File: src/include/bxf_defs.svh
`ifndef BXF_DEFS_SVH
`define BXF_DEFS_SVH

// Window geometry
`define BXF_WIN     17
`define BXF_AREA    289
`define BXF_CENTER  8

// Datapath widths
`define BXF_PIX_W   8
`define BXF_COL_W   13
`define BXF_WIN_W   17

// APB register map
`define BXF_ADDR_W      4
`define BXF_REG_CTRL    4'h0
`define BXF_REG_LINE_LEN 4'h4
`define BXF_REG_BIAS    4'h8
`define BXF_REG_STATUS  4'hC

`endif

File: src/hw/bxf_stream_pkg.sv
`include "bxf_defs.svh"

package bxf_stream_pkg;

    typedef logic [`BXF_PIX_W-1:0] pixel_t;

    typedef logic [`BXF_WIN_W-1:0] win_sum_t;

    // Row 0 is the top of the column
    typedef struct packed {
        pixel_t [`BXF_WIN-1:0] row;
    } column_t;

    typedef struct packed {
        logic [`BXF_COL_W-1:0] sum;
        pixel_t                center;
        logic                  valid;
    } col_sum_t;

    typedef struct packed {
        win_sum_t sum;
        pixel_t   center;
        logic     fg;
    } result_t;

endpackage

File: src/hw/bxf_reg_pkg.sv
`include "bxf_defs.svh"

package bxf_reg_pkg;

    typedef struct packed {
        logic        en;
        logic [9:0]  line_len;
        logic [15:0] bias;
    } cfg_t;

    // Word index of each register
    typedef enum logic [1:0] {
        REG_CTRL     = 2'(`BXF_REG_CTRL >> 2),
        REG_LINE_LEN = 2'(`BXF_REG_LINE_LEN >> 2),
        REG_BIAS     = 2'(`BXF_REG_BIAS >> 2),
        REG_STATUS   = 2'(`BXF_REG_STATUS >> 2)
    } reg_idx_e;

endpackage

File: src/hw/bxf_apb_decode.sv
`timescale 1ns/100ps
`include "bxf_defs.svh"

module bxf_apb_decode (
    input  logic                    clk,
    input  logic                    rst,
    input  logic                    i_psel,
    input  logic                    i_penable,
    input  logic                    i_pwrite,
    input  logic [`BXF_ADDR_W-1:0]  i_paddr,
    input  logic [31:0]             i_pwdata,
    input  logic                    i_res_pulse,
    output logic [31:0]             o_prdata,
    output logic                    o_pready,
    output logic                    o_pslverr,
    output bxf_reg_pkg::cfg_t       o_cfg
);

    logic                  access;
    logic                  aligned;
    logic                  bad_len;
    logic                  err;
    logic [15:0]           status;
    bxf_reg_pkg::reg_idx_e idx;

    assign access  = i_psel & i_penable;
    assign idx     = bxf_reg_pkg::reg_idx_e'(i_paddr[`BXF_ADDR_W-1:2]);
    assign aligned = (i_paddr[1:0] == 2'b00);
    assign bad_len = (i_pwdata[9:0] < 10'(`BXF_WIN));

    assign err = !aligned
        || (i_pwrite && (idx == bxf_reg_pkg::REG_STATUS))
        || (i_pwrite && (idx == bxf_reg_pkg::REG_LINE_LEN) && bad_len);

    // Zero wait states
    assign o_pready  = 1'b1;
    assign o_pslverr = access & err;

    always_comb begin
        o_prdata = '0;
        if (aligned) begin
            case (idx)
                bxf_reg_pkg::REG_CTRL:     o_prdata = {31'b0, o_cfg.en};
                bxf_reg_pkg::REG_LINE_LEN: o_prdata = {22'b0, o_cfg.line_len};
                bxf_reg_pkg::REG_BIAS:     o_prdata = {16'b0, o_cfg.bias};
                default:                   o_prdata = {16'b0, status};
            endcase
        end
    end

    always_ff @(posedge clk) begin
        if (rst) begin
            o_cfg.en       <= 1'b0;
            o_cfg.line_len <= 10'(`BXF_WIN);
            o_cfg.bias     <= '0;
        end else if (access && i_pwrite && !err) begin
            case (idx)
                bxf_reg_pkg::REG_CTRL:     o_cfg.en       <= i_pwdata[0];
                bxf_reg_pkg::REG_LINE_LEN: o_cfg.line_len <= i_pwdata[9:0];
                bxf_reg_pkg::REG_BIAS:     o_cfg.bias     <= i_pwdata[15:0];
                default: ;
            endcase
        end
    end

    // Results produced, wraps at 16 bits
    always_ff @(posedge clk) begin
        if (rst) begin
            status <= '0;
        end else if (i_res_pulse) begin
            status <= status + 16'd1;
        end
    end

    // Access phase only after a setup phase
    a_apb_phase: assert property (@(posedge clk) disable iff (rst)
        i_penable |-> i_psel && $past(i_psel && !i_penable));

endmodule

File: src/hw/bxf_col_adder_tree.sv
`timescale 1ns/100ps
`include "bxf_defs.svh"

module bxf_col_adder_tree (
    input  logic                     clk,
    input  logic                     rst,
    input  bxf_stream_pkg::column_t  i_col,
    input  logic                     i_valid,
    output bxf_stream_pkg::col_sum_t o_col_sum
);

    localparam int LVLS = 5;

    logic [8:0]            lvl1 [8];
    logic [9:0]            lvl2 [4];
    logic [10:0]           lvl3 [2];
    logic [11:0]           lvl4;
    logic [`BXF_COL_W-1:0] lvl5;
    logic [LVLS-1:0]       vld_pipe;

    bxf_stream_pkg::pixel_t last_row [LVLS-1];
    bxf_stream_pkg::pixel_t ctr_pipe [LVLS];

    ////////////////////////////////////////////////////////////////////////////
    // Pairwise reduction of rows 0 to 15, then row 16 joins
    ////////////////////////////////////////////////////////////////////////////
    always_ff @(posedge clk) begin
        for (int i = 0; i < 8; i++) begin
            lvl1[i] <= {1'b0, i_col.row[2*i]} + {1'b0, i_col.row[2*i+1]};
        end
        for (int i = 0; i < 4; i++) begin
            lvl2[i] <= {1'b0, lvl1[2*i]} + {1'b0, lvl1[2*i+1]};
        end
        for (int i = 0; i < 2; i++) begin
            lvl3[i] <= {1'b0, lvl2[2*i]} + {1'b0, lvl2[2*i+1]};
        end
        lvl4 <= {1'b0, lvl3[0]} + {1'b0, lvl3[1]};
        lvl5 <= {1'b0, lvl4} + `BXF_COL_W'(last_row[LVLS-2]);

        // Odd row waits four levels
        last_row[0] <= i_col.row[`BXF_WIN-1];
        for (int i = 1; i < LVLS - 1; i++) begin
            last_row[i] <= last_row[i-1];
        end

        ctr_pipe[0] <= i_col.row[`BXF_CENTER];
        for (int i = 1; i < LVLS; i++) begin
            ctr_pipe[i] <= ctr_pipe[i-1];
        end
    end

    always_ff @(posedge clk) begin
        if (rst) begin
            vld_pipe <= '0;
        end else begin
            vld_pipe <= {vld_pipe[LVLS-2:0], i_valid};
        end
    end

    assign o_col_sum.sum    = lvl5;
    assign o_col_sum.center = ctr_pipe[LVLS-1];
    assign o_col_sum.valid  = vld_pipe[LVLS-1];

endmodule

File: src/hw/bxf_delay_line.sv
`timescale 1ns/100ps

module bxf_delay_line #(
    parameter type T     = logic,
    parameter int  DEPTH = 2
) (
    input  logic clk,
    input  logic i_en,
    input  T     i_d,
    output T     o_q
);

    T stage [DEPTH];

    // Advances on valid beats only
    always_ff @(posedge clk) begin
        if (i_en) begin
            stage[0] <= i_d;
            for (int i = 1; i < DEPTH; i++) begin
                stage[i] <= stage[i-1];
            end
        end
    end

    assign o_q = stage[DEPTH-1];

endmodule

File: src/hw/bxf_window_sum.sv
`timescale 1ns/100ps
`include "bxf_defs.svh"

module bxf_window_sum (
    input  logic                     clk,
    input  logic                     rst,
    input  bxf_stream_pkg::col_sum_t i_col_sum,
    input  bxf_reg_pkg::cfg_t        i_cfg,
    output bxf_stream_pkg::win_sum_t o_sum,
    output bxf_stream_pkg::pixel_t   o_center,
    output logic                     o_full
);

    localparam int SUM_W   = `BXF_WIN_W + 1;
    localparam int MAX_SUM = `BXF_AREA * ((1 << `BXF_PIX_W) - 1);

    logic                     beat;
    logic [9:0]               col_idx;
    logic [SUM_W-1:0]         sum_next;
    bxf_stream_pkg::col_sum_t old_col;
    bxf_stream_pkg::pixel_t   mid_pix;

    assign beat = i_col_sum.valid & i_cfg.en;

    // Column index within the line
    always_ff @(posedge clk) begin
        if (rst || !i_cfg.en) begin
            col_idx <= '0;
        end else if (beat) begin
            if (col_idx == i_cfg.line_len - 10'd1) begin
                col_idx <= '0;
            end else begin
                col_idx <= col_idx + 10'd1;
            end
        end
    end

    bxf_delay_line #(
        .T     (bxf_stream_pkg::col_sum_t),
        .DEPTH (`BXF_WIN)
    ) i_col_hist (
        .clk  (clk),
        .i_en (beat),
        .i_d  (i_col_sum),
        .o_q  (old_col)
    );

    // Middle column of the window
    bxf_delay_line #(
        .T     (bxf_stream_pkg::pixel_t),
        .DEPTH (`BXF_CENTER)
    ) i_ctr_hist (
        .clk  (clk),
        .i_en (beat),
        .i_d  (i_col_sum.center),
        .o_q  (mid_pix)
    );

    ////////////////////////////////////////////////////////////////////////////
    // Running sum over the newest 17 columns of the line
    ////////////////////////////////////////////////////////////////////////////
    always_comb begin
        if (col_idx == '0) begin
            sum_next = SUM_W'(i_col_sum.sum);
        end else if (col_idx < 10'(`BXF_WIN)) begin
            sum_next = SUM_W'(o_sum) + SUM_W'(i_col_sum.sum);
        end else begin
            sum_next = SUM_W'(o_sum) + SUM_W'(i_col_sum.sum) - SUM_W'(old_col.sum);
        end
    end

    always_ff @(posedge clk) begin
        if (beat) begin
            o_sum    <= sum_next[`BXF_WIN_W-1:0];
            o_center <= mid_pix;
        end
    end

    always_ff @(posedge clk) begin
        if (rst) begin
            o_full <= 1'b0;
        end else begin
            o_full <= beat && (col_idx >= 10'(`BXF_WIN - 1));
        end
    end

    // Underflow wraps past the top bound as well
    a_sum_range: assert property (@(posedge clk) disable iff (rst)
        beat |=> SUM_W'(o_sum) <= SUM_W'(MAX_SUM) && $past(sum_next) <= SUM_W'(MAX_SUM));

endmodule

File: src/hw/bxf_threshold_result.sv
`timescale 1ns/100ps
`include "bxf_defs.svh"

module bxf_threshold_result (
    input  logic                     clk,
    input  logic                     rst,
    input  bxf_stream_pkg::win_sum_t i_sum,
    input  bxf_stream_pkg::pixel_t   i_center,
    input  logic                     i_full,
    input  bxf_reg_pkg::cfg_t        i_cfg,
    output bxf_stream_pkg::result_t  o_res,
    output logic                     o_res_valid,
    output logic                     o_res_pulse
);

    localparam int CMP_W = `BXF_WIN_W + 1;

    logic [CMP_W-1:0] lhs;
    logic [CMP_W-1:0] rhs;

    // Centre scaled by area against local sum plus bias
    assign lhs = CMP_W'(i_center) * CMP_W'(`BXF_AREA);
    assign rhs = CMP_W'(i_sum) + CMP_W'(i_cfg.bias);

    always_ff @(posedge clk) begin
        o_res.sum    <= i_sum;
        o_res.center <= i_center;
        o_res.fg     <= (lhs > rhs);
    end

    always_ff @(posedge clk) begin
        if (rst) begin
            o_res_valid <= 1'b0;
        end else begin
            o_res_valid <= i_full & i_cfg.en;
        end
    end

    // One count per result for STATUS
    assign o_res_pulse = o_res_valid;

    a_no_res_disabled: assert property (@(posedge clk) disable iff (rst)
        o_res_valid |-> i_cfg.en);

endmodule

File: src/hw/bxf_top.sv
`timescale 1ns/100ps
`include "bxf_defs.svh"

module bxf_top (
    input  logic                    clk,
    input  logic                    rst,
    input  logic                    i_psel,
    input  logic                    i_penable,
    input  logic                    i_pwrite,
    input  logic [`BXF_ADDR_W-1:0]  i_paddr,
    input  logic [31:0]             i_pwdata,
    output logic [31:0]             o_prdata,
    output logic                    o_pready,
    output logic                    o_pslverr,
    input  bxf_stream_pkg::column_t i_col,
    input  logic                    i_col_valid,
    output bxf_stream_pkg::result_t o_res,
    output logic                    o_res_valid
);

    bxf_reg_pkg::cfg_t        cfg;
    bxf_stream_pkg::col_sum_t col_sum;
    bxf_stream_pkg::win_sum_t win_sum;
    bxf_stream_pkg::pixel_t   center;
    logic                     full;
    logic                     res_pulse;

    bxf_apb_decode i_decode (
        .clk         (clk),
        .rst         (rst),
        .i_psel      (i_psel),
        .i_penable   (i_penable),
        .i_pwrite    (i_pwrite),
        .i_paddr     (i_paddr),
        .i_pwdata    (i_pwdata),
        .i_res_pulse (res_pulse),
        .o_prdata    (o_prdata),
        .o_pready    (o_pready),
        .o_pslverr   (o_pslverr),
        .o_cfg       (cfg)
    );

    bxf_col_adder_tree i_tree (
        .clk       (clk),
        .rst       (rst),
        .i_col     (i_col),
        .i_valid   (i_col_valid),
        .o_col_sum (col_sum)
    );

    bxf_window_sum i_win (
        .clk       (clk),
        .rst       (rst),
        .i_col_sum (col_sum),
        .i_cfg     (cfg),
        .o_sum     (win_sum),
        .o_center  (center),
        .o_full    (full)
    );

    bxf_threshold_result i_result (
        .clk         (clk),
        .rst         (rst),
        .i_sum       (win_sum),
        .i_center    (center),
        .i_full      (full),
        .i_cfg       (cfg),
        .o_res       (o_res),
        .o_res_valid (o_res_valid),
        .o_res_pulse (res_pulse)
    );

endmodule

File: config.mk
export PLATFORM = sky130hd
export DESIGN_NAME = bxf_top
export DESIGN_NICKNAME = d
export VERILOG_FILES = /design/src/hw/bxf_stream_pkg.sv /design/src/hw/bxf_reg_pkg.sv /design/src/hw/bxf_apb_decode.sv /design/src/hw/bxf_col_adder_tree.sv /design/src/hw/bxf_delay_line.sv /design/src/hw/bxf_window_sum.sv /design/src/hw/bxf_threshold_result.sv /design/src/hw/bxf_top.sv
export VERILOG_INCLUDE_DIRS = /design/src /design/src/include
export SDC_FILE = /design/constraint.sdc
export NUM_CORES = 1
export LEC_CHECK = 0
export BUFFER_PORTS_ARGS = -buffer_cell sky130_fd_sc_hd__buf_4
export CAP_MARGIN = 20
export CORE_MARGIN = 2
export CORE_UTILIZATION = 55
export DETAILED_ROUTE_END_ITERATION = 10
export GPL_TIMING_DRIVEN = 1
export PLACE_DENSITY = 0.75
export SLEW_MARGIN = 20
export SYNTH_ARGS = -nofsm -noshare
export SYNTH_HDL_FRONTEND = slang
export SYNTH_SLANG_ARGS = --single-unit
File: constraint.sdc
create_clock -name clk -period 8.6 [get_ports clk]
set_input_delay 1.72 -clock clk [delete_from_list [all_inputs] [get_ports clk]]
set_output_delay 1.72 -clock clk [all_outputs]
set_load 0.02 [all_outputs]
==> results.json <==
{
  "worst-r2r-setup-slack_ps": 4340,
  "core.rowCount": 79,
  "maxSlewViolCount": 0,
  "synthToLayoutAreaGrowth_pct": 15.7,
  "globalRouteOverflowTotal": 0,
  "crit_path_cell_trace": "buf_4 -> o41ai_1 -> a31oi_1 -> o21ai_0 -> and3_1 -> buf_4",
  "worstReg2RegStart": "i_tree.lvl5[0]",
  "port_buffers": 205,
  "design.core.area_um2": 46600,
  "cts.sinks": 627,
  "synth_top_flop_cell": "dfxtp_1",
  "finalSetupViolCount": 0,
  "worst_pin_slew_ps": 975,
  "cts_resized": 0,
  "syn_area_um2": 25900,
  "hpwl_um": 32000,
  "syn_inst": 2055,
  "synth_largest_area_cell": "edfxtp_1",
  "worstReg2RegEnd": "i_win.o_sum[16]",
  "hold_viol_final": 0,
  "yosys-top-cells-count": "317 x dfxtp_1, 310 x edfxtp_1, 227 x ha_1",
  "dr.pass1.iters": 5,
  "cpLargestDelayFamily": "compound AO/OA/AOI/OAI gates",
  "n_antenna_cell": 0,
  "power_switching_mw": 2.30,
  "fin_skew_ps": 11.8,
  "first_global_vias": 15328,
  "crit_arrival_ps": 3060,
  "cpPeakStageDelay_ps": 480,
  "slowest_stage": "o41ai_1",
  "synth_top_area_share_pct": 35.9,
  "whs_endpoint": "i_tree.last_row[2][0]",
  "post-synth-top-count-cell": "dfxtp_1",
  "wirelength_um": 44100,
  "ys_async_sr_fraction_pct": 0,
  "rsz0062_at_grt": "no",
  "dieArea_um2": 48900,
  "postPlaceCellArea_um2": 28100,
  "setup.worst_path.start_class": "primary input",
  "ios": 239,
  "grt_antenna_before_repair": 0,
  "cp_num_buf_inv": 2,
  "drv_cap": 0,
  "synth-seq-cells": 627,
  "vdd_drop_max_mv": 0.225,
  "synth_area_leaders": "edfxtp_1 36%, dfxtp_1 24%, ha_1 11%",
  "hold_ws_ps": 321,
  "cts_made_buffers": 58,
  "period_minus_slack_ps": 4780,
  "drt_iter0_markers": 944,
  "fin_crit_sh_pct": 55.6,
  "die_w_um": 221,
  "max-clock-path-buffers": 3,
  "grtUsageTotal_pct": 18.1,
  "critPathMaxFanout": 4,
  "crit_type": "in2out",
  "setup-tns-final_ps": 0,
  "post-cts-setup-buffers": 0,
  "hold_class": "reg2reg",
  "yosysUniqueCellTypes": 70,
  "gp_congestion": 0.885,
  "swShare_pct": 28.2,
  "comb_power_share_pct": 25.1,
  "viasPerCell": 5.16,
  "seqPwrFrac_pct": 44.3,
  "p_leak_nw": 12.5,
  "powerDensity_nw_per_um2": 272,
  "clock_latency_ps": 610,
  "yosysWarningCount": 0,
  "detail_route.wl_per_cell_um": 14.9,
  "path_clk_slew_ps": 60,
  "dp_cells": 2844,
  "worstPathRequired_ps": 6880,
  "grt_max_degree": 169,
  "critPathCaptureType": "output port",
  "synth_edf_count": 310,
  "cts_tree": "done",
  "worstHoldStart": "i_tree.last_row[1][0]",
  "p_clk_share_pct": 30.6,
  "cpMostUsedCell": "buf_4",
  "start_util_pct": 55.6,
  "grt_pass1_wl_um": 72400,
  "fin_nets": 2723,
  "cts-root-buf": "clkbuf_16",
  "die_y_um": 221,
  "vias": 15247,
  "design_area_um2": 30000,
  "ys_seq_area_share_pct": 60.4,
  "worstRegToRegCells": 17,
  "ant_nets": 0,
  "p_total_mw": 8.15,
  "outcome": "completed",
  "drive_gt1_share_pct": 13.7,
  "htreeDepth": 2,
  "intPower_mw": 5.85,
  "max_freq_mhz": 209,
  "slew_headroom_pct": 35.0,
  "whs_path_depth": 0,
  "synth.avg_cell_area_um2": 12.6,
  "cts_hold_buf": 0,
  "drc": 0,
  "stdcell_count": 2952
}
==> cell usage in the layout, fill, tap and decap left out, types with 59 or more instances in the layout <==
cell,n
a21oi_1,145
buf_4,208
clkbuf_16,59
dfxtp_1,317
edfxtp_1,310
ha_1,227
inv_1,162
nand2_1,96
nor2_1,122
o21ai_0,69
xnor2_1,127
==> state kept, by name, summed over array words and instances, names as in the netlist <==
signal and flops:
i_tree.lvl5 13, i_win.i_ctr_hist.stage 56, i_tree.lvl4 12, i_win.col_idx 10, i_tree.last_row 32, i_win.o_full 1
i_win.o_center 7, i_result.o_res_pulse 1, i_decode.o_cfg 27, i_result.o_res 26, i_tree.lvl3 22, i_win.i_col_hist.stage 230
i_tree.ctr_pipe 40, i_tree.lvl2 40, i_decode.status 16, i_tree.lvl1 72, i_win.o_sum 17, i_tree.vld_pipe 5
==> cells by family after synthesis <==
logic type	synth area share, %
other	0.0290
buffers and inverters	3.26
xor gates and xnor gates	6.12
adders and majority gates	12.6
and+or+nand+nor	7.04
muxes	1.28
AOI/OAI and AO/OA	9.25
DFF	60.4
==> routing by layer <==
layer / vias to the layer above / GRT usage, % / share of wire [%]
li1: 7681 / - / -
met1: 7130 / 23.3 / 44
met2: 359 / 30.4 / 48
met3: 77 / 3.16 / 5.4
met4: 0 / 7.27 / 2.9
met5: - / 0 / 0
==> power groups by stage <==
stage | Sequential, mW | Combinational [mW] | Clock, mW
floorplan | 3.58 | 1.66 | 0
global placement | 3.67 | 1.95 | 0
detailed placement | 3.68 | 2.03 | 0
CTS | 3.62 | 2.05 | 2.57
global route | 3.63 | 2.33 | 2.69
finish | 3.61 | 2.04 | 2.50
==> metrics by stage <==
stage	utilization [%]	setup WS, ps
after floorplan	-	966
after global placement	60.3	3830
after detailed placement	60.3	3830
after CTS	64.4	3830
after global routing	64.4	3650
final	64.4	3820
==> worst max path at each step <==
stage,start,end,depth (start not counted)
finish,i_pwdata[0],o_pslverr,6
floorplan,i_decode.o_cfg[26],i_win.col_idx[9],7
detailed placement,i_paddr[2],o_prdata[3],5
CTS,i_paddr[2],o_prdata[7],5
global route,i_paddr[2],o_prdata[3],5
global placement,i_paddr[2],o_prdata[4],5
==> cell type report <==
class                           instances  area, µm²
Inverter                              163        619
Tap cell                              607        759
Clock buffer                           82       1630
Clock inverter                         26        256
Sequential cell                       627      15700
Fill cell                            3451      16600
Multi-Input combinational cell       1238       9460
Timing Repair Buffer                  209       1580
==> worst reg2reg max path: cells and delay by family, from the launching register on <==
family | cells | cell delay (ps)
AOI/OAI and AO/OA | 7 | 1450
and+or+nand+nor | 4 | 910
adders and majority gates | 3 | 870
DFF | 1 | 420
muxes | 1 | 210
xor gates and xnor gates | 1 | 160
buffers and inverters | 1 | 70
Power figures use the tool's default switching activity.
